--- src/source/ds1620_defines.svh ---
`ifndef DS1620_DEFINES_SVH
`define DS1620_DEFINES_SVH

//////////////////////////////////////////////////////////////////////
// Wire timing
//////////////////////////////////////////////////////////////////////

// CLK_32 cycles per bit tick
`define DS_TICK_DIV      16
// EEPROM settle time in ticks
`define DS_WRITE_WAIT    20000
// Ticks between temperature reads
`define DS_POLL_PERIOD   65536

//////////////////////////////////////////////////////////////////////
// Device values
//////////////////////////////////////////////////////////////////////

// CPU mode, continuous conversion
`define DS_CONFIG_VALUE  8'h0A
`define DS_CONFIG_MASK   8'h93
// 90 and 85 degrees in half degree steps
`define DS_TH_LIMIT      9'd180
`define DS_TL_LIMIT      9'd170
`define DS_HOST_SELECT   3'b110
`define DS_TEMP_BITS     9

`endif
--- src/source/ds1620_pkg.sv ---
`include "ds1620_defines.svh"

package ds1620_pkg;

  typedef enum logic [7:0] {
    CMD_WRITE_CONFIG  = 8'h0C,
    CMD_START_CONVERT = 8'hEE,
    CMD_WRITE_TH      = 8'h01,
    CMD_WRITE_TL      = 8'h02,
    CMD_READ_CONFIG   = 8'hAC,
    CMD_READ_TEMP     = 8'hAA
  } ds_cmd_e;

  typedef enum logic [3:0] {
    ST_RESET_WAIT,
    ST_CONFIG,
    ST_CONVERT,
    ST_TH,
    ST_TL,
    ST_READ_CONFIG,
    ST_SETTLE,
    ST_POLL_WAIT,
    ST_POLL_READ
  } seq_state_e;

  // Data phase after the command byte
  localparam logic [1:0] DIR_NONE  = 2'd0;
  localparam logic [1:0] DIR_WRITE = 2'd1;
  localparam logic [1:0] DIR_READ  = 2'd2;

  typedef struct packed {
    ds_cmd_e                  cmd;
    logic [1:0]               dir;
    logic [3:0]               nbits;
    logic [`DS_TEMP_BITS-1:0] wdata;
  } xfer_req_t;

  typedef struct packed {
    logic rst;
    logic clk;
    logic dq_out;
    logic dq_oe;
  } wire_pins_t;

  typedef struct packed {
    logic       ack;
    logic       we;
    logic [2:0] sel;
  } host_req_t;

  typedef struct packed {
    logic                     busy;
    logic                     init_ok;
    logic [`DS_TEMP_BITS-1:0] temp;
  } status_t;

endpackage

--- src/source/ds1620_host_regs.sv ---
`timescale 1ns/1ps
`include "ds1620_defines.svh"

module ds1620_host_regs (
  input  logic                  CLK_32,
  input  logic                  RESET,
  input  ds1620_pkg::host_req_t host,
  input  ds1620_pkg::status_t   status,
  output logic                  reload,
  output logic                  read_done,
  output logic [15:0]           dq_temp
);

  logic hit;

  // First cycle of an access to this register
  assign hit = host.ack && (host.sel == `DS_HOST_SELECT) && !read_done;

  always_ff @(posedge CLK_32 or posedge RESET) begin
    if (RESET) begin
      reload    <= 1'b0;
      read_done <= 1'b0;
      dq_temp   <= '0;
    end else begin
      reload <= 1'b0;
      if (!host.ack) begin
        read_done <= 1'b0;
      end else if (hit) begin
        read_done <= 1'b1;
        if (host.we) begin
          // Write while busy is only acknowledged
          reload <= !status.busy;
        end else begin
          dq_temp <= {5'b0, status.busy, status.init_ok, status.temp};
        end
      end
    end
  end

endmodule

--- config.mk ---
export PLATFORM = sky130hd
export DESIGN_NAME = ds1620_host_regs
export DESIGN_NICKNAME = d
export VERILOG_FILES = /design/src/source/ds1620_pkg.sv /design/src/source/ds1620_host_regs.sv
export VERILOG_INCLUDE_DIRS = /design/src /design/src/source
export SDC_FILE = /design/constraint.sdc
export NUM_CORES = 1
export LEC_CHECK = 0
export BUFFER_PORTS_ARGS = -buffer_cell sky130_fd_sc_hd__buf_2
export CAP_MARGIN = 10
export CELL_PAD_IN_SITES_DETAIL_PLACEMENT = 1
export CELL_PAD_IN_SITES_GLOBAL_PLACEMENT = 1
export CORE_MARGIN = 5
export CORE_UTILIZATION = 33
export CTS_BUF_LIST = sky130_fd_sc_hd__clkbuf_4 sky130_fd_sc_hd__clkbuf_8
export CTS_CLUSTER_DIAMETER = 120
export DETAILED_ROUTE_END_ITERATION = 8
export PLACE_DENSITY = 0.86
export SLEW_MARGIN = 10
export SYNTH_ARGS = -nofsm -noshare
export SYNTH_HDL_FRONTEND = slang
export SYNTH_SLANG_ARGS = --single-unit
--- constraint.sdc ---
create_clock -name CLK_32 -period 1.8 [get_ports CLK_32]
set_input_delay 0.18 -clock CLK_32 [delete_from_list [all_inputs] [get_ports CLK_32]]
set_output_delay 0.18 -clock CLK_32 [all_outputs]
set_load 0.02 [all_outputs]
== Yosys cells after proc, flatten, opt, wreduce, memory -nomap -nowiden ==
Index checks and enable logic that the tools add are counted.

* Bits in read-only memories: 0
* Output and inout port bits: 18
* Memories: 0
* Latch bits: 0
* Input bits: 18
* RAM bits: 0
* Bits in registers: 13
* Logic and storage cells: 16

* Equal/unequal tests: 2
* Multipliers: 0
* Shift operators: 0
* Div/mod/pow operators: 0
* Order comparisons: 0
* Add/sub/neg operators: 0
* Bitwise gates (word level): 1
* Muxes and demuxes: 5
* Reductions and logical operators: 5

{| class="wikitable"
|+ Operators with widths
! kind !! number
|-
| 1-bit 2-to-1 mux || 5
|-
| 3-bit == test, second input constant || 1
|-
| 3-bit AND reduction || 1
|-
| 1-bit logical AND || 2
|-
| 1-bit zero test || 2
|-
| 2-bit by 1-bit inequality test with 1-bit output, second input constant || 1
|-
| 1-bit NOT || 1
|}

== Logic depth before layout (Yosys ltp) ==
* Depth after elaboration: 5
* Gate-level depth with buffers: 4
* Mapped depth without buffers: 3

== Worst setup path before layout ==
OpenSTA, ideal clock, no wires.

* Path kind: register to register
* From: register read_done
* To: register dq_temp[0]
* Slack: 0.201 ns
* Required time: 1.675 ns
* Buffers on the path: 1
* Arrival: 1.474 ns
* Period minus slack after synthesis: 1.599 ns
* Stages on the path, launching flop included: 4
* Setup time: 0.125 ns
* Cells stage by stage: dfrtp_1 > or4b_4 > buf_6 > mux2_4

* Longest elaborated chain between the ends: 3

{| class="wikitable"
|+ Ends and longest elaborated chain
! what !! RTL line !! text
|-
| from (decl) || ds1620_host_regs.sv:10 || <nowiki>output logic read_done,</nowiki>
|-
| from (signal assigned) || ds1620_host_regs.sv:22 || <nowiki>read_done <= 1'b0;</nowiki>
|-
| from (signal assigned) || ds1620_host_regs.sv:27 || <nowiki>read_done <= 1'b0;</nowiki>
|-
| from (signal assigned) || ds1620_host_regs.sv:29 || <nowiki>read_done <= 1'b1;</nowiki>
|-
| 1-bit zero test || ds1620_host_regs.sv:17 || <nowiki>assign hit = host.ack && (host.sel == `DS_HOST_SELECT) && !read_done;</nowiki>
|-
| 1-bit logical AND || ds1620_host_regs.sv:17 ||
|-
| 3-bit AND reduction (no line) || n/a ||
|-
| to (signal assigned) || ds1620_host_regs.sv:34 || <nowiki>dq_temp <= {5'b0, status.busy, status.init_ok, status.temp};</nowiki>
|-
| to (decl) || ds1620_host_regs.sv:11 || <nowiki>output logic [15:0] dq_temp</nowiki>
|}

No other way between the ends.
A chain may end at the register's enable or synchronous reset.

== Worst setup path after layout ==
* From: register read_done
* To: register dq_temp[1]

The elaborated chain is that of the path after synthesis.

==> results.tsv <==
stage	metric	value	unit
routing	drc	0	
hold_path	hp-class	in2reg	
yosys	synthArstFlopShare	1.00	
yosys	avgSynthCellArea	15.7	µm²
setup_path	crit_end	dq_temp[1]$_DFFE_PP0P_	
routing	avgRoutedWirePerCell	14.1	µm
yosys	synth_top_flop_cell	dfrtp_1	
setup_path	required	1950	ps
die	initial_core_util	0.346	
yosys	synth_top_area_frac	0.544	
clock_network	cts_inserted_buffers	3	
clock_network	clockRootBuffer	clkbuf_4	
sta	maxSlewViolCount	0	
die	io_pins	36	
die	dieArea	0.00276	mm²
power	p_per_area	1080	mW/mm²
clock_network	worstSkewPairLatency	270	ps
routing	viasPerCell	4.16	
sta	fin_crit_sh	0.860	
place	gp_congestion	0.604	
yosys	synth.area.top_cells	dfrtp_1 (54%), mux2_4 (25%), buf_4 (6.3%)	
yosys	syn_inst	38	
setup_path	path_buf_inv	0	
sta	setup_violations	0	
grt	groute.usage.overall	0.100	
grt	grt_first_pass_wirelength	2.05	mm
cells_and_area	diodes	0	
sta	rsz0062_at_grt	no	
setup_path	r2r_end	dq_temp[1]$_DFFE_PP0P_	
routing	drt_pass1_iterations	4	
power	ir_drop	0.444	mV
die	core-area	0.00173	mm²
status	status	completed	
yosys	synth_cell_types	12	
sta	setup_tns	0	ps
yosys	synth_edf_count	0	
sta	max_freq	646	MHz
grt	grt_max_degree	14	
clock_network	htreeDepth	1	
clock_network	cts.sinks	13	
clock_network	clk_pin_slew	80	ps
die	die_width	52.6	µm
grt	overflow	0	
cells_and_area	post-route-util	0.454	
setup_path	crit_type	reg2reg	
setup_path	worstPathArrival	1700	ps
setup_path	cp_slowest_cell	or4b_4	
die	rows	15	
yosys	synth_top_area_cell	dfrtp_1	
routing	wirelength	1.35	mm
setup_path	cp_top_family	simple AND/OR/NAND/NOR gates	
grt	antenna_found_initial	0	
yosys	synth.most_common_cell	dfrtp_1	
clock_network	cts_tree	built	
clock_network	post_cts_buffers	0	
sta	fin_crit	1550	ps
place	portBuffers	30	
setup_path	endpoint_kind	flop	
setup_path	cp.depth	2	
cells_and_area	fin_nets	90	
setup_path	r2r_start	read_done$_DFFE_PP0P_	
die	die_h	52.6	µm
yosys	yosysWarnings	0	
setup_path	startpoint	read_done$_DFFE_PP0P_	
yosys	ys_top_cells_by_count	dfrtp_1 (13), mux2_4 (10), buf_4 (5)	
cells_and_area	n_fill_cell	198	
yosys	ys_seq_area_frac	0.544	
power	p_leak	0.458	nW
routing	num_vias	399	
yosys	ys_ff_latch	13	
routing	drt_iter0_drc	3	
sta	fin_skew	7.57	ps
cells_and_area	area_delta_synth_final	31.0	%
yosys	netlist_area	598	µm²
setup_path	cpPeakStageDelay	680	ps
sta	hold_violations	0	
setup_path	reg2reg_depth	2	
setup_path	rrSetupSlack	250	ps
cells_and_area	layout-drive-gt1-share	0.662	
setup_path	start_kind	flop	
routing	ant_nets	0	
run	maxCapViolCount	0	
grt	first_global_vias	436	
clock_network	ctsLongestPathBuffers	2	
setup_path	path_cells	or4b_4, mux2_4	
setup_path	crit_fanout	11	
-- what timing repair did --
action | in CTS | in global routing
hold endpoints to repair | 13 | 0
hold buffers | 1 | 0
gates resized for setup | 0 | 0
-- placed cells by master, fill, tap and decap left out --
| cell type | instances |
|---|---|
| a21boi_0 | 1 |
| inv_1 | 2 |
| mux2_4 | 10 |
| conb_1 | 5 |
| clkinv_2 | 1 |
| or4b_4 | 1 |
| dlygate4sd3_1 | 1 |
| clkbuf_4 | 3 |
| mux2_2 | 1 |
| nor4_1 | 1 |
| nand3b_4 | 1 |
| buf_2 | 30 |
| dfrtp_1 | 13 |
| nand2_1 | 1 |
-- per-layer routing --
layer	up-vias	GRT usage	share of wire
met4	0	0.0128	0
met5	-	0	0
li1	183	-	-
met3	0	0.0456	0.13
met1	188	0.107	0.38
met2	28	0.184	0.49
-- worst min-delay path by stage --
stage	start	endpoint	slack, ps	cells past startpoint
after floorplan	RESET	dq_temp[0]$_DFFE_PP0P_	60	1
after global placement	RESET	dq_temp[9]$_DFFE_PP0P_	210	2
after detailed placement	RESET	dq_temp[1]$_DFFE_PP0P_	220	2
after CTS	status[10]	reload$_DFF_PP0_	80	2
after global routing	status[10]	reload$_DFF_PP0_	60	2
final	status[10]	reload$_DFF_PP0_	80	2
-- where the power goes --
group	switching [mW]	internal, mW	total (mW)
clock network	0.0896	0.0822	0.172
logic	0.150	0.136	0.286
registers	0.0366	0.355	0.391
total	0.276	0.573	0.849
-- cell families (layout without fill, tap and decap cells) --
kind of cell,Yosys count,count (layout),share of synthesized area
AO/OA/AOI/OAI,1,1,0.0126
buffers and inverters,8,37,0.0942
flip-flops,13,13,0.544
multiplexers,11,11,0.270
other,1,5,0.00627
AND/OR/NAND/NOR,4,4,0.0732
-- final cells by class --
| cell class | count | area [µm²] | share of cell area |
|---|---|---|---|
| repair buffers | 31 | 160 | 0.204 |
| inverters | 2 | 7.51 | 0.00958 |
| flip-flops and latches | 13 | 325 | 0.415 |
| well taps | 25 | 31.3 | 0.0399 |
| multi-input cells | 21 | 231 | 0.296 |
| clock inverters | 1 | 5.00 | 0.00639 |
| clock buffers | 3 | 22.5 | 0.0288 |
-- state kept, by name, indices dropped and copies added (netlist names) --
name / count
dq_temp: 11
read_done: 1
reload: 1
-- metrics by stage --
| step | setup WS, ps | instance area, µm² | hold WS (ps) | std cells | power (mW) |
|---|---|---|---|---|---|
| 2_1_floorplan | 201 | 613 | 57.0 | 42 | 0.585 |
| 3_3_place_gp | 294 | 746 | 212 | 91 | 0.670 |
| 3_5_place_dp | 269 | 746 | 225 | 91 | 0.683 |
| 4_1_cts | 240 | 783 | 77.0 | 96 | 0.859 |
| 5_1_grt | 216 | 783 | 57.9 | 96 | 0.899 |
| 6_report | 252 | 783 | 84.5 | 96 | 0.849 |
Power figures use the tool's default switching activity.
