<file path="src/source/ds1620_defines.svh">
`ifndef DS1620_DEFINES_SVH
`define DS1620_DEFINES_SVH

//////////////////////////////////////////////////////////////////////
// Wire timing
//////////////////////////////////////////////////////////////////////

// CLK_32 cycles per bit tick
`define DS_TICK_DIV      16
// EEPROM settle time in ticks
`define DS_WRITE_WAIT    20000
// Ticks between temperature reads
`define DS_POLL_PERIOD   65536

//////////////////////////////////////////////////////////////////////
// Device values
//////////////////////////////////////////////////////////////////////

// CPU mode, continuous conversion
`define DS_CONFIG_VALUE  8'h0A
`define DS_CONFIG_MASK   8'h93
// 90 and 85 degrees in half degree steps
`define DS_TH_LIMIT      9'd180
`define DS_TL_LIMIT      9'd170
`define DS_HOST_SELECT   3'b110
`define DS_TEMP_BITS     9

`endif
</file>
<file path="src/source/ds1620_pkg.sv">
`include "ds1620_defines.svh"

package ds1620_pkg;

  typedef enum logic [7:0] {
    CMD_WRITE_CONFIG  = 8'h0C,
    CMD_START_CONVERT = 8'hEE,
    CMD_WRITE_TH      = 8'h01,
    CMD_WRITE_TL      = 8'h02,
    CMD_READ_CONFIG   = 8'hAC,
    CMD_READ_TEMP     = 8'hAA
  } ds_cmd_e;

  typedef enum logic [3:0] {
    ST_RESET_WAIT,
    ST_CONFIG,
    ST_CONVERT,
    ST_TH,
    ST_TL,
    ST_READ_CONFIG,
    ST_SETTLE,
    ST_POLL_WAIT,
    ST_POLL_READ
  } seq_state_e;

  // Data phase after the command byte
  localparam logic [1:0] DIR_NONE  = 2'd0;
  localparam logic [1:0] DIR_WRITE = 2'd1;
  localparam logic [1:0] DIR_READ  = 2'd2;

  typedef struct packed {
    ds_cmd_e                  cmd;
    logic [1:0]               dir;
    logic [3:0]               nbits;
    logic [`DS_TEMP_BITS-1:0] wdata;
  } xfer_req_t;

  typedef struct packed {
    logic rst;
    logic clk;
    logic dq_out;
    logic dq_oe;
  } wire_pins_t;

  typedef struct packed {
    logic       ack;
    logic       we;
    logic [2:0] sel;
  } host_req_t;

  typedef struct packed {
    logic                     busy;
    logic                     init_ok;
    logic [`DS_TEMP_BITS-1:0] temp;
  } status_t;

endpackage

</file>
<file path="src/source/ds1620_sequencer.sv">
`timescale 1ns/1ps
`include "ds1620_defines.svh"

module ds1620_sequencer #(
  parameter int write_wait  = `DS_WRITE_WAIT,
  parameter int poll_period = `DS_POLL_PERIOD
) (
  input  logic                     CLK_32,
  input  logic                     RESET,
  input  logic                     reload,
  input  logic                     xfer_busy,
  input  logic                     xfer_done,
  input  logic [`DS_TEMP_BITS-1:0] xfer_rdata,
  output logic                     start,
  output ds1620_pkg::xfer_req_t    req,
  output ds1620_pkg::status_t      status,
  output logic                     temp_valid
);

  // Waits are given in ticks, counted here in CLK_32 cycles
  localparam int SETTLE_CYC = write_wait * `DS_TICK_DIV;
  localparam int POLL_CYC   = poll_period * `DS_TICK_DIV;
  localparam int MAX_CYC    = (SETTLE_CYC > POLL_CYC) ? SETTLE_CYC : POLL_CYC;
  localparam int CNT_W      = $clog2(MAX_CYC + 1);

  ds1620_pkg::seq_state_e   state;
  ds1620_pkg::seq_state_e   after_settle;
  logic [CNT_W-1:0]         wait_cnt;
  logic                     issued;
  logic                     cmd_state;
  logic                     busy;
  logic                     cfg_match;
  logic                     init_done;
  logic                     init_ok;
  logic [`DS_TEMP_BITS-1:0] temp;

  //////////////////////////////////////////////////////////////////////
  // Transfer request per state
  //////////////////////////////////////////////////////////////////////

  always_comb begin
    cmd_state = 1'b1;
    req = '{ds1620_pkg::CMD_READ_TEMP, ds1620_pkg::DIR_READ, 4'd9, 9'd0};
    case (state)
      ds1620_pkg::ST_CONFIG: begin
        req = '{ds1620_pkg::CMD_WRITE_CONFIG, ds1620_pkg::DIR_WRITE, 4'd8,
                9'(`DS_CONFIG_VALUE)};
      end
      ds1620_pkg::ST_CONVERT: begin
        req = '{ds1620_pkg::CMD_START_CONVERT, ds1620_pkg::DIR_NONE, 4'd0, 9'd0};
      end
      ds1620_pkg::ST_TH: begin
        req = '{ds1620_pkg::CMD_WRITE_TH, ds1620_pkg::DIR_WRITE, 4'd9, `DS_TH_LIMIT};
      end
      ds1620_pkg::ST_TL: begin
        req = '{ds1620_pkg::CMD_WRITE_TL, ds1620_pkg::DIR_WRITE, 4'd9, `DS_TL_LIMIT};
      end
      ds1620_pkg::ST_READ_CONFIG: begin
        req = '{ds1620_pkg::CMD_READ_CONFIG, ds1620_pkg::DIR_READ, 4'd8, 9'd0};
      end
      ds1620_pkg::ST_POLL_READ: begin
        cmd_state = 1'b1;
      end
      default: begin
        cmd_state = 1'b0;
      end
    endcase
  end

  // One start per command state
  assign start = cmd_state && !issued && !xfer_busy;
  assign busy  = (state != ds1620_pkg::ST_POLL_WAIT) && (state != ds1620_pkg::ST_POLL_READ);

  // Only bits 0, 1, 4 and 7 are compared
  assign cfg_match = ((xfer_rdata[7:0] ^ `DS_CONFIG_VALUE) & `DS_CONFIG_MASK) == 8'h00;
  assign init_done = (state == ds1620_pkg::ST_READ_CONFIG) && xfer_done && cfg_match;

  assign status = '{busy: busy, init_ok: init_ok, temp: temp};

  //////////////////////////////////////////////////////////////////////
  // Sequence FSM
  //////////////////////////////////////////////////////////////////////

  always_ff @(posedge CLK_32 or posedge RESET) begin
    if (RESET) begin
      state        <= ds1620_pkg::ST_RESET_WAIT;
      after_settle <= ds1620_pkg::ST_CONVERT;
      wait_cnt     <= '0;
      issued       <= 1'b0;
      init_ok      <= 1'b0;
      temp         <= '0;
      temp_valid   <= 1'b0;
    end else begin
      temp_valid <= 1'b0;
      if (start) begin
        issued <= 1'b1;
      end
      if (xfer_done) begin
        issued <= 1'b0;
      end
      if (reload && !busy) begin
        state   <= ds1620_pkg::ST_RESET_WAIT;
        init_ok <= 1'b0;
      end else begin
        case (state)
          ds1620_pkg::ST_RESET_WAIT: begin
            // A poll read may still be on the wire
            if (!xfer_busy) begin
              state <= ds1620_pkg::ST_CONFIG;
            end
          end
          ds1620_pkg::ST_CONFIG: begin
            if (xfer_done) begin
              state        <= ds1620_pkg::ST_SETTLE;
              after_settle <= ds1620_pkg::ST_CONVERT;
              wait_cnt     <= CNT_W'(SETTLE_CYC - 1);
            end
          end
          ds1620_pkg::ST_CONVERT: begin
            if (xfer_done) begin
              state <= ds1620_pkg::ST_TH;
            end
          end
          ds1620_pkg::ST_TH: begin
            if (xfer_done) begin
              state        <= ds1620_pkg::ST_SETTLE;
              after_settle <= ds1620_pkg::ST_TL;
              wait_cnt     <= CNT_W'(SETTLE_CYC - 1);
            end
          end
          ds1620_pkg::ST_TL: begin
            if (xfer_done) begin
              state        <= ds1620_pkg::ST_SETTLE;
              after_settle <= ds1620_pkg::ST_READ_CONFIG;
              wait_cnt     <= CNT_W'(SETTLE_CYC - 1);
            end
          end
          ds1620_pkg::ST_SETTLE: begin
            if (wait_cnt == '0) begin
              state <= after_settle;
            end else begin
              wait_cnt <= wait_cnt - 1'b1;
            end
          end
          ds1620_pkg::ST_READ_CONFIG: begin
            if (xfer_done) begin
              init_ok  <= init_done;
              state    <= ds1620_pkg::ST_POLL_WAIT;
              wait_cnt <= CNT_W'(POLL_CYC - 1);
            end
          end
          ds1620_pkg::ST_POLL_WAIT: begin
            // Polling stays parked after a failed readback
            if (init_ok) begin
              if (wait_cnt == '0) begin
                state <= ds1620_pkg::ST_POLL_READ;
              end else begin
                wait_cnt <= wait_cnt - 1'b1;
              end
            end
          end
          ds1620_pkg::ST_POLL_READ: begin
            if (xfer_done) begin
              temp       <= xfer_rdata;
              temp_valid <= 1'b1;
              state      <= ds1620_pkg::ST_POLL_WAIT;
              wait_cnt   <= CNT_W'(POLL_CYC - 1);
            end
          end
          default: begin
            state <= ds1620_pkg::ST_RESET_WAIT;
          end
        endcase
      end
    end
  end

endmodule

</file>
<file path="config.mk">
export PLATFORM = sky130hd
export DESIGN_NAME = ds1620_sequencer
export DESIGN_NICKNAME = d
export VERILOG_FILES = /design/src/source/ds1620_pkg.sv /design/src/source/ds1620_sequencer.sv
export VERILOG_INCLUDE_DIRS = /design/src /design/src/source
export SDC_FILE = /design/constraint.sdc
export NUM_CORES = 1
export LEC_CHECK = 0
export BUFFER_PORTS_ARGS = -buffer_cell sky130_fd_sc_hd__buf_2
export CAP_MARGIN = 20
export CORE_UTILIZATION = 49
export CTS_CLUSTER_DIAMETER = 40
export CTS_CLUSTER_SIZE = 25
export DETAILED_ROUTE_END_ITERATION = 12
export PLACE_DENSITY = 0.72
export SLEW_MARGIN = 40
export SYNTH_ARGS = -nofsm -noshare
export SYNTH_HDL_FRONTEND = slang
export SYNTH_SLANG_ARGS = --single-unit
</file>
<file path="constraint.sdc">
create_clock -name CLK_32 -period 2.7 [get_ports CLK_32]
set_input_delay 0.54 -clock CLK_32 [delete_from_list [all_inputs] [get_ports CLK_32]]
set_output_delay 0.54 -clock CLK_32 [all_outputs]
set_load 0.02 [all_outputs]
</file>
### After elaboration in Yosys (flattened, before gate mapping)

Cells that the tools add are included.

| operators by class | value |
|---|---|
| add/subtract/negate cells | 1 |
| equality and inequality tests | 23 |
| mux-type cells | 28 |
| bitwise gates (word level) | 2 |
| reduce and logical (&&, ||, !) cells | 25 |

Operators by type and width:

| cell | count |
|---|---|
| $pmux W23 S5 | 1 |
| $mux W21 | 4 |
| $pmux W21 S4 | 1 |
| $mux W4 | 11 |
| $pmux W4 S6 | 1 |
| $logic_not A21 Y1 | 1 |
| $sub A21 B1 Y21 const B | 1 |
| $eq A4 B3 Y1 const B | 4 |
| $ne A3 B3 Y1 const B | 5 |
| $pmux W4 S3 | 1 |
| $reduce_and A5 Y1 | 2 |
| $mux W1 | 9 |
| $eq A4 B2 Y1 const B | 2 |
| $logic_not A8 Y1 | 1 |
| $ne A2 B2 Y1 const B | 4 |
| $reduce_and A7 Y1 | 1 |
| $logic_and A1 B1 Y1 | 6 |
| $ne A3 B1 Y1 const B | 2 |
| $reduce_bool A2 Y1 | 3 |
| $reduce_or A6 Y1 | 1 |
| $eq A4 B1 Y1 const B | 1 |
| $eq A4 B4 Y1 const B | 1 |
| $logic_not A4 Y1 | 1 |
| $ne A2 B1 Y1 const B | 2 |
| other kinds (10) | 13 |

| word-level totals | value |
|---|---|
| flip-flop bits (word level) | 41 |
| bits of input ports | 14 |
| output and inout bits | 36 |
| logic and storage cells | 86 |

### Longest topological paths before layout

| depth | value |
|---|---|
| depth after elaboration | 7 |
| gate-level depth with buffers | 9 |
| gate-level depth less buffers | 8 |

### Worst setup path before layout

Ideal clock, no wire load.

| path | value |
|---|---|
| path kind | register to register |
| start point | register wait_cnt[15] |
| end point | register wait_cnt[8] |
| arrival | 2.301 ns |
| data required time | 2.552 ns |
| path slack | 0.251 ns |
| cell stages (with the launch flop) | 8 |
| path buffers | 2 |
| clock period less this slack | 2.449 ns |
| path through | dfrtp_1 or4_1 buf_2 or4b_4 or4_4 buf_6 a31oi_1 o21ai_0 |

| on the way | value |
|---|---|
| word-level cells in the longest chain between the ends | 4 |

RTL lines:

| element | RTL line | source |
|---|---|---|
| from (decl) | ds1620_sequencer.sv:28 | `logic [CNT_W-1:0] wait_cnt;` |
| from (signal assigned) | ds1620_sequencer.sv:116 | `wait_cnt <= CNT_W'(SETTLE_CYC - 1);` |
| from (signal assigned) | ds1620_sequencer.sv:128 | `wait_cnt <= CNT_W'(SETTLE_CYC - 1);` |
| from (signal assigned) | ds1620_sequencer.sv:135 | `wait_cnt <= CNT_W'(SETTLE_CYC - 1);` |
| $logic_not A21 Y1 (*) | ds1620_sequencer.sv:139, ds1620_sequencer.sv:155 |  |
| $mux W21 (*) | -- |  |
| $mux W21 | -- |  |
| $pmux W21 S4 (*) | -- |  |

Mark *: on every way between the ends. The rest lies on a longest branch, timed or not. The select of a mux whose other input is x is not followed.
A chain may end at the register's enable or synchronous reset.

### Worst setup path in the final report

| path | value |
|---|---|
| start point | register wait_cnt[14] |
| end point | register wait_cnt[12] |

The elaborated chain is that of the path after synthesis.

==> flow_results.org <==
** Layout
- The repair_antennas step left the layout with diodes totalling 0.
- Summing all multi-input logic gate instances after layout gives about 1300 µm².
- Core occupancy in the finished layout :: 0.588
- Total Nets Final :: 360
- Layout cells sized above 1 :: 0.214
- Area growth from synthesis to final layout :: 14.6%
- Summing all non-filler instances in the final layout gives an area of 2820 µm².
- Number of fill cells in the layout :: 450
- The count of cells in the finished layout, fillers not included, comes to between 400 and 500.
- The sequential cells in the finished layout cover a total of 1000 µm².

** Logic synthesis
- Synthesis handed over a netlist of between 300 and 400 instances.
- Post-Synthesis Mean Instance Area :: around 8 µm²
- Number of register bits inferred by synthesis :: 40
- In the synthesized netlist the dominant register cell turns out to be dfrtp_1.
- The commonest cells after synthesis are nand2_1 (47), dfrtp_1 (39), nor2_1 (25), o21ai_0 (25), a21oi_1 (21).
- Top area cells in the synthesized netlist :: dfrtp_1 (40%), nand2_1 (7.2%), o21ai_0 (5.1%)
- Share of synthesized area occupied by flip-flops and latches :: 0.408
- Count leader, synth :: nand2_1
- Leading area contributor after synthesis :: dfrtp_1
- Number of enable flip-flop cells after synthesis :: 0
- The number of different library cells used by synthesis comes to 54.
- After synthesis, the share of flip-flops with an asynchronous set or reset is 1.00.
- Mapped Area :: 2460 µm²
- The share of synthesized area in the top cell type comes to 0.397.
- Total of warnings raised by yosys :: 0

** Drt
- Vias :: about 2400
- Dividing the detail-routed wire length by the instance count gives approximately 14 µm.
- The routed design has between 5000 and 6000 µm of wire.
- In the routed layout, each cell is associated on average with a via count of 5.77.
- Post-detailed-route DRC marker count :: 0
- Starting DRT DRC Count :: roughly 250
- Pre-antenna DRT Iters :: 7
- In this run the remaining antenna-violating nets after routing total 0.

** Global routing
- Total routing usage reported by global routing :: 0.241
- After global routing the overflow that remains totals 0.
- Maximum number of pins on one net before global-route repair :: 41
- The initial antenna violation count was 0.
- First-pass GRT wire length :: around 10000 µm
- Vias in the first global route :: 2047

** Worst setup path
- Critical path start-end classification :: flip-flop to flip-flop
- For the worst setup path, the data required time is 2.86 ns.
- The most critical setup path has its startpoint at wait_cnt[14]$_DFFE_PP0P_.
- Critical path launch point type :: flip-flop
- CP max FO :: 12
- Worst R2R End :: wait_cnt[12]$_DFFE_PP0P_
- Reg-to-reg startpoint :: wait_cnt[14]$_DFFE_PP0P_
- STA classifies the critical path endpoint as a flip-flop.
- Crit path DAT :: roughly 2.7 ns
- For the worst flop-to-flop path, the logic depth is 5.
- Across all register-to-register paths, the minimum setup slack is 0.17 ns.

** CTS
- The H-tree was split into 2 levels.
- TritonCTS clock tree :: done
- The tree built by TritonCTS fans out to 40 sinks.
- After clock tree synthesis, the clock-pin slew on the worst setup and hold paths is approximately 0.080 ns.
- TritonCTS created 5 clock buffers.
- Post-CTS Hold Buffers :: 0
- The cell sitting at the root of the clock tree is a clkbuf_8.
- The clock passes through at most 2 buffers.
- Latest clock arrival within the worst-skew pair :: ~0.29 ns

** Die
- For this design the top-level I/O count stands at 50.
- After floorplanning, the core was sized to cover approximately 4800 µm².
- The die is ~73 µm wide.
- Die Footprint :: 5300 µm²
- The floorplan has 25 rows.
- Die Ht :: ~73 µm
- Starting Density :: 0.514

** Placement
- Placed Area :: roughly 2700 µm²
- Placement Setup Slack :: between 0.15 and 0.2 ns
- Gpl congestion :: around 0.87
- Counting tap cells, the placed design contains a total of 405 instances.
- During placement, the flow inserted port buffers numbering 43.
- Detailed placement finished with a half-perimeter wire length of between 4000 and 5000 µm.

** STA
- Normalized max-slew margin :: 0.548
- Max Fclk :: between 0.3 and 0.4 GHz
- Across all hold checks on the routed design, the worst slack comes to around 0.37 ns.
- Across the routed clock network, the largest skew measured is roughly 0.0029 ns.
- Setup violations remaining at the end of the flow were counted as 0.
- Setup repair after global routing missed its margin :: false
- Slew of the pin with the lowest slew margin :: 0.674 ns
- Of the available clock period, the critical path in the final layout requires 0.936.
- Final critical path time including I/O delays and setup :: around 2.5 ns
- Total negative slack for setup checks :: 0 ns
- The final number of max-transition violations came to 0.
- Worst setup slack after layout :: ~0.17 ns
- The number of hold-slack violations in the final timing report was 0.

** Power
- Maximum vdd ir drop :: around 540 µV
- Total power divided by cell area :: ~1100 nW/µm²
- For this design the static power due to leakage is around 1.3 nW.
- The design draws roughly 3.2 mW.

** Job
- Max-cap violations in this run came to 0.

** Run status
- The run finished with clean final reports.

** Worst hold path
- Hold Path Class :: input port to asynchronous set/reset pin
report_power, final:
group / total (mW) / switching (mW) / internal [mW]
Clock: 0.483 / 0.209 / 0.274
Sequential: 0.877 / 0.118 / 0.759
Combinational: 1.87 / 1.24 / 0.623
cells in the final DEF (no fill, tap or decap), types with 2 or more instances in the layout:
| cell | instances |
|---|---|
| a31oi_1 | 8 |
| nor3b_1 | 3 |
| conb_1 | 6 |
| nor4_1 | 8 |
| nand2b_1 | 3 |
| o32ai_1 | 2 |
| o21a_1 | 2 |
| clkbuf_8 | 5 |
| o31ai_1 | 5 |
| nor2_1 | 25 |
| nand2_1 | 47 |
| nand3_1 | 8 |
| and2_1 | 3 |
| or2_2 | 3 |
| or3_1 | 3 |
| o21ai_1 | 3 |
| o21ai_0 | 25 |
| a21oi_1 | 21 |
| nor4b_1 | 4 |
| mux2i_1 | 3 |
| and3_1 | 4 |
| dfrtp_1 | 39 |
| nor3_1 | 14 |
| a22o_1 | 2 |
| inv_1 | 13 |
| buf_4 | 13 |
| o22ai_1 | 3 |
| buf_2 | 43 |
| o22a_1 | 2 |
critical path: stages (launching register included):
cell,delay [ns]
dfrtp_1,0.41
or4_1,0.53
or4b_4,0.51
or4_4,0.52
nand2_1,0.28
o21ai_0,0.14
sequential cells by signal, summed over array words and instances (netlist names):
signal / cells
after_settle: 3
init_ok: 1
issued: 1
state: 4
temp: 9
temp_valid: 1
wait_cnt: 21
layout make-up:
cell class              instances  area share
clock buffers                   6      0.0258
multi-input cells             228       0.446
clock inverters                 2      0.0124
well taps                      67      0.0298
inverters                      14      0.0187
flip-flops and latches         40       0.356
repair buffers                 56       0.111
worst max path at each step:
stage                     depth (start not counted)                        to
final                                             5  wait_cnt[12]$_DFFE_PP0P_
after global routing                              5  wait_cnt[12]$_DFFE_PP0P_
after CTS                                         6   wait_cnt[0]$_DFFE_PP0P_
after detailed placement                          6   wait_cnt[0]$_DFFE_PP0P_
after global placement                            5  wait_cnt[11]$_DFFE_PP0P_
after floorplan                                   7   wait_cnt[8]$_DFFE_PP0P_
layer usage:
metal  global-route usage  vias up  routed length [µm]
met1                0.339     1132                2710
met3               0.0511       11                 363
met5                    0        -                   0
met2                0.386       83                2730
met4               0.0479        0                  64
li1                     -     1159                   -
kinds of logic after synthesis:
family                     synth area share
and+or+nand+nor                       0.286
AOI/OAI and AO/OA                     0.195
buffers and inverters                0.0891
DFF                                   0.408
muxes                                0.0122
adders and majority gates           0.00509
other                               0.00153
xor gates and xnor gates            0.00356
timing repair:
item	in CTS	in global routing
gates resized for setup	0	1
buffers inserted	0	0
setup endpoints to repair	0	8
No activity file was read; power rests on OpenSTA's default activity.
