<file path="src/source/ds1620_defines.svh">
`ifndef DS1620_DEFINES_SVH
`define DS1620_DEFINES_SVH

//////////////////////////////////////////////////////////////////////
// Wire timing
//////////////////////////////////////////////////////////////////////

// CLK_32 cycles per bit tick
`define DS_TICK_DIV      16
// EEPROM settle time in ticks
`define DS_WRITE_WAIT    20000
// Ticks between temperature reads
`define DS_POLL_PERIOD   65536

//////////////////////////////////////////////////////////////////////
// Device values
//////////////////////////////////////////////////////////////////////

// CPU mode, continuous conversion
`define DS_CONFIG_VALUE  8'h0A
`define DS_CONFIG_MASK   8'h93
// 90 and 85 degrees in half degree steps
`define DS_TH_LIMIT      9'd180
`define DS_TL_LIMIT      9'd170
`define DS_HOST_SELECT   3'b110
`define DS_TEMP_BITS     9

`endif
</file>
<file path="src/source/ds1620_thermostat.sv">
`timescale 1ns/1ps
`include "ds1620_defines.svh"

module ds1620_thermostat (
  input  logic                     CLK_32,
  input  logic                     RESET,
  input  logic                     temp_valid,
  input  logic [`DS_TEMP_BITS-1:0] temp,
  output logic                     thermostat
);

  localparam logic [`DS_TEMP_BITS-1:0] TH = `DS_TH_LIMIT;
  localparam logic [`DS_TEMP_BITS-1:0] TL = `DS_TL_LIMIT;

  // Whole degrees compared, negative readings ignored
  always_ff @(posedge CLK_32 or posedge RESET) begin
    if (RESET) begin
      thermostat <= 1'b0;
    end else if (temp_valid && !temp[8]) begin
      if (temp[7:1] >= TH[7:1]) begin
        thermostat <= 1'b1;
      end else if (temp[7:1] <= TL[7:1]) begin
        thermostat <= 1'b0;
      end
    end
  end

endmodule

</file>
<file path="config.mk">
export PLATFORM = sky130hd
export DESIGN_NAME = ds1620_thermostat
export DESIGN_NICKNAME = d
export VERILOG_FILES = /design/src/source/ds1620_thermostat.sv
export VERILOG_INCLUDE_DIRS = /design/src /design/src/source
export SDC_FILE = /design/constraint.sdc
export NUM_CORES = 1
export LEC_CHECK = 0
export ABC_CLOCK_PERIOD_IN_PS = 900
export BUFFER_PORTS_ARGS = -buffer_cell sky130_fd_sc_hd__buf_2
export CORE_AREA = 2 2 39 41
export CTS_CLUSTER_DIAMETER = 150
export DETAILED_ROUTE_END_ITERATION = 10
export DIE_AREA = 0 0 41 43
export PLACE_DENSITY = 0.3
export SYNTH_ARGS = -nofsm -noshare
export SYNTH_HDL_FRONTEND = slang
export SYNTH_SLANG_ARGS = --single-unit
</file>
<file path="constraint.sdc">
create_clock -name CLK_32 -period 0.9 [get_ports CLK_32]
set_input_delay 0.18 -clock CLK_32 [delete_from_list [all_inputs] [get_ports CLK_32]]
set_output_delay 0.18 -clock CLK_32 [all_outputs]
set_load 0.05 [all_outputs]
</file>
# [Word level (Yosys, flattened, before mapping)]
# Index checks and enable logic that the tools add are counted.
[op_classes] eq_ne=0 reduce_logical=4 n_mux=2 magnitude_cmp=2 shifts=0 n_addsub=0 mul=0 n_bitwise=0 div=0
[op_table] operator="greater-or-equal comparator 7 bit, second input constant" n=1
[op_table] operator="<= comparator 7 bit, second input constant" n=1
[op_table] operator="two-way mux 1 bit" n=2
[op_table] operator="AND reduction 2 bit" n=1
[op_table] operator="nonzero test 2 bit" n=1
[op_table] operator="logical AND 1 bit" n=1
[op_table] operator="zero test 1 bit" n=1
[word_totals] in_bits=12 regBits=1 word_cells=9 memories=0 mem_bits_rw=0 latchBits=0 romBits=0

# [Logic depth before layout (Yosys ltp)]
# Gate-level depths: netlist (run 1).
[logic_depth] depth_word=3 ltp_mapped=3

# [Worst setup path before layout (run 1)]
# Ideal clock, no wire load.
[synth_path] kind="register -> register" from="register thermostat (netlist name)" to="register thermostat" setup_time_ns=0.087 n_path_buf=0 synth_period_minus_slack_ns=1.047 stages_incl_launch_ff=3 slack_ns=-0.147 arrival_ns=0.960 required_time_ns=0.813 path_cell_list="dfrtp_1 -> mux2i_1 -> a211oi_2"
[synth_lines] item="end signal: assignment" line="ds1620_thermostat.sv:18" source="thermostat <= 1'b0;"
[synth_lines] item="end signal: assignment" line="ds1620_thermostat.sv:21" source="thermostat <= 1'b1;"
[synth_lines] item="end signal: assignment" line="ds1620_thermostat.sv:23" source="thermostat <= 1'b0;"
[synth_lines] item="end: declaration" line="ds1620_thermostat.sv:9" source="output logic thermostat"

# [Worst setup path in the final report (run 1)]
[layout_path] from="input temp[3]" to="register thermostat"
[layout_via] elab_chain_cells=3
[layout_rtl] item="start: declaration" line="ds1620_thermostat.sv:8" source="input logic [`DS_TEMP_BITS-1:0] temp,"
[layout_rtl] item="greater-or-equal comparator 7 bit / <= comparator 7 bit (equally long branches)" line="ds1620_thermostat.sv:20, ds1620_thermostat.sv:22"
[layout_rtl] item="nonzero test 2 bit (no source line)"
[layout_rtl] item="AND reduction 2 bit (no source line)"
# Several ways; a longest one is shown, not always the timed one.
# A chain may end at the register's enable or synchronous reset.

==> impl_metrics.tcl, run 1 <==
set metrics [dict create \
    grt.overflow.total 0 \
    final_area_um2 183 \
    final-max-slew-violation-count 0 \
    outcome "finished, violations left" \
    fin_ws_ns -0.0743 \
    ant_nets 0 \
    worstPathRequired_ns 0.76 \
    syn_to_final_growth_pct 73.8 \
    grt_pass1_vias 100 \
    drtIter0Drc 2 \
    power_leakage_nw 0.0840 \
    synth_top_family_by_area "compound AO/OA/AOI/OAI gates" \
    irDropWorstVdd_mv 0.231 \
    routabilityCongestion 0.566 \
    top_register "thermostat" \
    detail_route.vias_per_cell 2.97 \
    yosysWarnings 0 \
    utilization_pct 13.2 \
    io_pins 13 \
    synth-adder-area-share_pct 0 \
    rows 14 \
    synth_top_area_share_pct 26.2 \
    synth-compound-area-share_pct 50.0 \
    async_flop_share_pct 100 \
    firstDrtPassIters 4 \
    routed_wl_um 266 \
    finalSetupViolCount 1 \
    yosysSeqAreaShare_pct 23.8 \
    cp_max_fo 2 \
    cap_violations 0 \
    synth-edff-count 0 \
    grt_pass1_wl_um 365 \
    globalRouteTotalUtil_pct 2.91 \
    cp-start-kind "input pin" \
    synth-simple-area-share_pct 9.52 \
    rsz0062_at_grt "true" \
    slew_headroom_pct 82.4 \
    nets 34 \
    tns_ns -0.0743 \
    p_total_mw 0.132 \
    synth_ff_type "dfrtp_1" \
    holdBufCountCts 0 \
    start_util_pct 7.59 \
    hold_viol_final 0 \
    crit_path_end_kind "flip-flop" \
    p_per_area_mw_per_mm2 725 \
    clk_latency_ns 0 \
    crit_type "in -> reg" \
    synth_xor_area_share_pct 0 \
    hold_path.class "in -> async" \
    grt_max_degree 4 \
    ys_ff_latch 1 \
    synth_mux_area_share_pct 9.52 \
    dieArea_mm2 0.00176 \
    mappedNetlistArea_um2 105 \
    fillerInstances 157 \
    min_period_ns 0.974 \
    syn-num-nets 22 \
    avgSynthCellArea_um2 10.5 \
    diodes 0 \
    multiInputGateArea_um2 72.6 \
    postCtsSetupBuffers 0 \
    period_share_pct 108 \
    violations "setup timing" \
    drc 0 \
    fmax_ghz 1.03 \
    clkTransAtPathRegs_ns 0 \
    drive_above_1_share_pct 65.0 \
    tightestPinTransition_ns 0.265 \
    placed_cell_area_um2 176 \
    die-width_um 41 \
    fp.coreArea_mm2 0.00138 \
    port_buffers 10 \
    largest_register_ffs 1 \
    ys_types 9 \
    syn_inst 10 \
    synth_top_area_cell "a2111oi_4" \
    worstPathArrival_ns 0.84 \
    antenna_found_initial 0 \
    yosysMostFrequentCell "inv_1" \
    pre_cts_ws_ns -0.106 \
    netlist_top_cells_area "a2111oi_4, dfrtp_1, a211oi_2" \
    reg_top3 "thermostat x1" \
    wl_per_cell_um 7.39 \
    die_h_um 43 \
    finClkSkew_ns 0 \
    seqCellArea_um2 26.3 \
    vias 107 \
]
==> repair_timing <==
item                                    4_1_cts  5_1_grt
endpoints found under the setup margin        1        1
cloned                                        0        0
resized for setup                             1        0
==> layout make-up <==
cell class / instances / share of cell area (%)
multi-input cells: 7 / 39.7
repair buffers: 10 / 30.8
flip-flops and latches: 1 / 14.4
well taps: 16 / 11.0
inverters: 2 / 4.11
==> placed cells by master, fill, tap and decap left out <==
master and n:
o21ai_0 1, a21o_1 1, mux2i_1 1, nor2b_1 1
nor2_1 1, buf_2 9, buf_6 1, a2111oi_4 1
inv_1 2, dfrtp_2 1, a211oi_2 1
==> critical path, stage by stage <==
cell and delay, ns:
buf_6 0.09, a21o_1 0.19, a2111oi_4 0.30, a211oi_2 0.07
==> power by group <==
group          total, mW  internal, mW  switching [mW]
combinational     0.0777        0.0339          0.0438
clock                  0             0               0
sequential        0.0547        0.0514         0.00337
total              0.132        0.0852          0.0472
==> metal layers <==
layer / share of wire, % / GRT usage, % / wire (um)
met3: 22 / 0 / 58
met5: 0 / 0 / 0
met4: 0 / 0 / 0
met1: 54 / 5.75 / 143
met2: 24 / 3.44 / 64
==> path summary, 6_finish.rpt <==
check / from / depth (start not counted) / to / slack (ns)
min in group CLK_32: temp[7] / 3 / thermostat / 0.51
worst min-delay path: RESET / 2 / thermostat / 0.01
worst max-delay path: temp[3] / 4 / thermostat / -0.07
worst min register to register: thermostat / 2 / thermostat / 0.61
worst max register to register: thermostat / 2 / thermostat / 0.17
max in group asynchronous: RESET / 2 / thermostat / 0.78
==> cells by family after synthesis <==
logic type | Yosys count
compound gates | 4
flops | 1
buf+inv | 2
mux | 1
simple gates | 2
==> metrics by stage <==
stage	hold slack, ns	instances
after floorplan	-0.0913	10
after global placement	0.0141	36
after detailed placement	0.0174	36
after CTS	0.0174	36
after global routing	0.0305	36
final	0.0147	36
No activity file was read; power rests on OpenSTA's default activity.
==> inputs of run 2 (changes only) <==
--- a/config.mk
+++ b/config.mk
@@ -6,9 +6,11 @@
 export SDC_FILE = /design/constraint.sdc
 export NUM_CORES = 1
 export LEC_CHECK = 0
+export ABC_AREA = 1
 export ABC_CLOCK_PERIOD_IN_PS = 900
 export BUFFER_PORTS_ARGS = -buffer_cell sky130_fd_sc_hd__buf_2
 export CORE_AREA = 2 2 39 41
+export CTS_BUF_LIST = sky130_fd_sc_hd__clkbuf_8
 export CTS_CLUSTER_DIAMETER = 150
 export DETAILED_ROUTE_END_ITERATION = 10
 export DIE_AREA = 0 0 41 43
==> impl_metrics.tcl, run 2 <==
set metrics [dict create \
    p_per_area_mw_per_mm2 733 \
    syn_to_final_growth_pct 78.1 \
    power_leakage_nw 0.100 \
    netlist_top_cells_area "dfrtp_1, nand2_1, inv_1" \
    grt_pass1_vias 76 \
    layout_common_cells "buf_2, nand2_1, inv_1, a21oi_1" \
    cts_resized 0 \
    globalRouteTotalUtil_pct 2.20 \
    ys_top_cells_by_count "nand2_1, inv_1, a21oi_1" \
    crit_type "in -> reg" \
    synth_top_area_cell "dfrtp_1" \
    crit_family "compound AO/OA/AOI/OAI gates" \
    antenna_found_initial 0 \
    postCtsSetupBuffers 0 \
    yosysSeqAreaShare_pct 27.4 \
    cpPeakStageDelay_ns 0.19 \
    drc 0 \
    finClkSkew_ns 0 \
    power_switching_mw 0.0410 \
    rows 14 \
    utilization_pct 11.8 \
    routed_wl_um 221 \
    vias 119 \
    reg_top3 "thermostat x1" \
    power.internal_mw 0.0782 \
    grt_pass1_wl_um 296 \
    detail_route.vias_per_cell 2.77 \
    worstRegToRegCells 4 \
    finalSetupViolCount 0 \
    firstDrtPassIters 2 \
    mappedNetlistArea_um2 91.3 \
    yosysWarnings 0 \
    irDropWorstVdd_mv 0.232 \
    drtIter0Drc 1 \
    synth-edff-count 0 \
    outcome "finished, final reports clean" \
    clk_latency_ns 0 \
    yosysMostFrequentCell "nand2_1" \
    worstReg2RegEnd "thermostat" \
    period_share_pct 88.1 \
    io_pins 13 \
    ys_types 7 \
    pwr-share-comb_pct 55.2 \
    rsz0062_at_grt "false" \
    reg2reg_setup_slack_ns 0.14 \
    grt.overflow.total 0 \
    synth_ff_type "dfrtp_1" \
    crit_path_end_kind "flip-flop" \
    syn-num-nets 29 \
    wl_per_cell_um 5.14 \
    final-max-slew-violation-count 0 \
    drive_above_1_share_pct 48.1 \
    fmax_ghz 1.26 \
    power_frac_seq_pct 44.8 \
    path_buf_inv 1 \
    min_period_ns 0.793 \
    die-width_um 41 \
    worst_r2r_startpoint "thermostat" \
    fillerInstances 164 \
    diodes 0 \
    swShare_pct 34.4 \
    fp.coreArea_mm2 0.00138 \
    layout_commonest_cell "buf_2" \
    async_flop_share_pct 100 \
    worstPathArrival_ns 0.67 \
    cap_violations 0 \
    routabilityCongestion 0.606 \
    worstPathRequired_ns 0.78 \
    dieArea_mm2 0.00176 \
    hpwl_um 218 \
    cp-start-kind "input pin" \
    syn_inst 17 \
    largest_register_ffs 1 \
    holdBufCountCts 0 \
    ant_nets 0 \
    clkTransAtPathRegs_ns 0 \
    crit_start "temp[2]" \
    critical-path-slowest-cell "o21ai_0" \
    port_buffers 10 \
    top_register "thermostat" \
    slew_headroom_pct 83.5 \
    synth_top_area_share_pct 27.4 \
    tns_ns 0 \
    hold_path.class "in -> async" \
    start_util_pct 6.60 \
    nets 41 \
    cp_max_fo 2 \
    crit_top_cell "nand2_1" \
    hold_viol_final 0 \
    clkPwrFrac_pct 0 \
    die_h_um 43 \
    tightestPinTransition_ns 0.250 \
    grt_max_degree 4 \
    crit_chain "buf_2, o21ai_0, nand2_1, nand2_1, a21oi_1" \
    avgSynthCellArea_um2 5.37 \
    ys_ff_latch 1 \
]
[run 2: changes by cell type after synthesis]
cell and delta:
inv_1 +3, a2111oi_4 -1, nand2_1 +6, nor2b_1 -1, a21oi_1 +2, a211oi_2 -1
nor2_2 +1, a21o_1 -1, mux2i_1 -1
[run 2: how the worst max path moves through the flow]
stage          slack (ns)  depth (start not counted)         end
2_1_floorplan        0.02                          4  thermostat
3_5_place_dp         0.09                          5  thermostat
6_report             0.11                          5  thermostat
5_1_grt              0.05                          5  thermostat
4_1_cts              0.09                          5  thermostat
3_3_place_gp         0.09                          5  thermostat
[run 2: cell families after synthesis]
group / after synthesis / share of synthesized area, %
DFF: 1 / 27.4
and+or+nand+nor: 8 / 35.6
AOI/OAI and AO/OA: 3 / 16.4
buffers and inverters: 5 / 20.6
[run 2: routing by layer]
| metal | track usage, % | vias up | part of all wire [%] | routed length (um) |
|---|---|---|---|---|
| met4 | 0 | 0 | 0 | 0 |
| met3 | 0 | 0 | 15 | 33 |
| met2 | 3.44 | 7 | 40 | 88 |
| li1 | - | 69 | - | - |
| met1 | 3.51 | 43 | 45 | 99 |
| met5 | 0 | - | 0 | 0 |
[run 2: area by class of cell]
| class | instances | area, um^2 | area share, % |
|---|---|---|---|
| inverter | 5 | 18.8 | 11.5 |
| multi-input combinational | 11 | 47.5 | 29.2 |
| sequential | 1 | 26.3 | 16.2 |
| tap | 16 | 20.0 | 12.3 |
| timing repair buffer | 10 | 50.0 | 30.8 |
[run 2: through the flow]
step | area [um^2] | total power, mW | hold slack, ns | worst slack, ns | instances
after global placement | 163 | 0.121 | 0.0143 | 0.0904 | 43
after detailed placement | 163 | 0.121 | 0.0165 | 0.0887 | 43
final | 163 | 0.119 | 0.0137 | 0.107 | 43
after CTS | 163 | 0.121 | 0.0165 | 0.0875 | 43
after global routing | 163 | 0.127 | 0.0267 | 0.0498 | 43
after floorplan | 92.6 | 0.0917 | -0.0913 | 0.0157 | 17
[run 2: power by group through the flow]
stage / Clock (mW) / Sequential (mW) / Combinational (mW)
after floorplan: 0 / 0.0684 / 0.0234
after global placement: 0 / 0.0532 / 0.0673
after detailed placement: 0 / 0.0535 / 0.0674
after CTS: 0 / 0.0535 / 0.0676
after global routing: 0 / 0.0539 / 0.0733
final: 0 / 0.0534 / 0.0658
[run 2: worst register-to-register path, stage by stage, from the launching register on]
cell,delay [ns]
dfrtp_2,0.38
inv_2,0.05
nor2_1,0.04
a21oi_1,0.11
a21oi_1,0.05
==> inputs of run 3 (changes only) <==
--- a/config.mk
+++ b/config.mk
@@ -7,7 +7,7 @@
 export NUM_CORES = 1
 export LEC_CHECK = 0
 export ABC_AREA = 1
-export ABC_CLOCK_PERIOD_IN_PS = 900
+export ABC_CLOCK_PERIOD_IN_PS = 800
 export BUFFER_PORTS_ARGS = -buffer_cell sky130_fd_sc_hd__buf_2
 export CORE_AREA = 2 2 39 41
 export CTS_BUF_LIST = sky130_fd_sc_hd__clkbuf_8
@@ -15,6 +15,8 @@
 export DETAILED_ROUTE_END_ITERATION = 10
 export DIE_AREA = 0 0 41 43
 export PLACE_DENSITY = 0.3
+export REMOVE_ABC_BUFFERS = 1
+export SKIP_CTS_REPAIR_TIMING = 1
 export SYNTH_ARGS = -nofsm -noshare
 export SYNTH_HDL_FRONTEND = slang
 export SYNTH_SLANG_ARGS = --single-unit
==> constraint.sdc (replaced) <==
create_clock -name CLK_32 -period 0.8 [get_ports CLK_32]
set_input_delay 0.16 -clock CLK_32 [delete_from_list [all_inputs] [get_ports CLK_32]]
set_output_delay 0.16 -clock CLK_32 [all_outputs]
set_load 0.05 [all_outputs]
==> impl_metrics.tcl, run 3 (synthesized netlist as in run 2, its figures left out) <==
set metrics [dict create \
    detail_route.vias_per_cell 2.79 \
    hpwl_um 215 \
    power_leakage_nw 0.102 \
    whs_ns -0.00698 \
    irDropWorstVdd_mv 0.263 \
    grt_max_degree 4 \
    syn_to_final_growth_pct 82.2 \
    period_share_pct 95.6 \
    hold_viol_final 1 \
    routed_wl_um 226 \
    vias 120 \
    grt_pass1_wl_um 303 \
    crit_path_end_kind "output pin" \
    dieArea_mm2 0.00176 \
    clk_latency_ns 0 \
    outcome "finished, violations left" \
    critical-path-slowest-cell "dfrtp_1" \
    tns_ns 0 \
    power_frac_seq_pct 43.3 \
    crit_type "reg -> out" \
    globalRouteTotalUtil_pct 2.30 \
    largest_register_ffs 1 \
    drc 0 \
    crit_chain "buf_2" \
    hold_path.class "in -> async" \
    slew_headroom_pct 83.5 \
    grt.overflow.total 0 \
    wl_per_cell_um 5.26 \
    io_pins 13 \
    start_util_pct 6.60 \
    antenna_found_initial 0 \
    die-width_um 41 \
    rsz0062_at_grt "false" \
    path_buf_inv 1 \
    layout_commonest_cell "buf_2" \
    clkPwrFrac_pct 0 \
    worstPathArrival_ns 0.61 \
    routabilityCongestion 0.585 \
    violations "hold timing" \
    fp.coreArea_mm2 0.00138 \
    reg_top3 "thermostat x1" \
    dr.max_layer_used "met3" \
    min_period_ns 0.765 \
    top_register "thermostat" \
    worstPathRequired_ns 0.64 \
    cp-start-kind "flip-flop" \
    worst_r2r_startpoint "thermostat" \
    pwr-share-comb_pct 56.7 \
    reg2reg_setup_slack_ns 0.06 \
    p_per_area_mw_per_mm2 822 \
    worstReg2RegEnd "thermostat" \
    ant_nets 0 \
    clkTransAtPathRegs_ns 0 \
    wl_met1_um 108 \
    final_area_um2 166 \
    rows 14 \
    crit_family "flip-flops" \
    tightestPinTransition_ns 0.249 \
    drive_above_1_share_pct 44.4 \
    power_switching_mw 0.0484 \
    cp_max_fo 2 \
    grt_pass1_vias 85 \
    finClkSkew_ns 0 \
    dr_wl_met3_um 26 \
    die_h_um 43 \
    worstRegToRegCells 4 \
    finalSetupViolCount 0 \
    cap_violations 0 \
    drtIter0Drc 2 \
    swShare_pct 35.3 \
    power.internal_mw 0.0885 \
    fillerInstances 162 \
    port_buffers 10 \
    placed_cell_area_um2 161 \
    layout_common_cells "buf_2, nand2_1, inv_1, a21oi_1" \
    diodes 0 \
    final-max-slew-violation-count 0 \
    fmax_ghz 1.31 \
    firstDrtPassIters 4 \
    nets 41 \
    route.met2.wl_um 91 \
    cpPeakStageDelay_ns 0.34 \
]
[run 3: power groups by stage]
stage | Sequential (mW) | Clock (mW) | Combinational [mW]
finish | 0.0592 | 0 | 0.0776
global route | 0.0599 | 0 | 0.0862
CTS | 0.0585 | 0 | 0.0755
detailed placement | 0.0585 | 0 | 0.0752
global placement | 0.0581 | 0 | 0.0753
floorplan | 0.0751 | 0 | 0.0260
[run 3: worst max path at each step]
stage	from	cells past startpoint	to	slack, ns
2_1_floorplan	thermostat	4	thermostat	-0.23
3_3_place_gp	temp[2]	5	thermostat	0.01
3_5_place_dp	temp[2]	5	thermostat	0.01
4_1_cts	temp[2]	5	thermostat	0.008
5_1_grt	thermostat	4	thermostat	0.006
6_report	thermostat	1	thermostat	0.03
[run 3: final cells by class]
type / instances / area [um^2] / area share, %
Multi-Input combinational cell: 11 / 52.6 / 31.6
Timing Repair Buffer: 10 / 50.0 / 30.1
Sequential cell: 1 / 25.0 / 15.0
Tap cell: 16 / 20.0 / 12.0
Inverter: 5 / 18.8 / 11.3
[run 3: routing by layer]
metal,vias up,track usage (%)
met5,-,0
met4,0,0
met3,0,0
met2,7,3.13
met1,44,4.15
li1,69,-
[run 3: metrics by stage]
stage,power (mW),util (%),setup slack (ns),std cells,hold slack (ns)
after floorplan,0.101,-,-0.226,17,-0.111
after global placement,0.133,11.7,0.0120,43,-0.00571
after detailed placement,0.134,11.7,0.0112,43,-0.00450
after CTS,0.134,11.7,0.00793,43,-0.00450
after global routing,0.146,12.0,0.00575,43,0.0108
final,0.137,12.0,0.0350,43,-0.00698
[run 3: worst register-to-register path: cells and delay by family, from the launching register on]
family / cells / cell delay (ns)
buffers and inverters: 1 / 0.06
DFF: 1 / 0.36
AOI/OAI and AO/OA: 2 / 0.16
and+or+nand+nor: 1 / 0.04
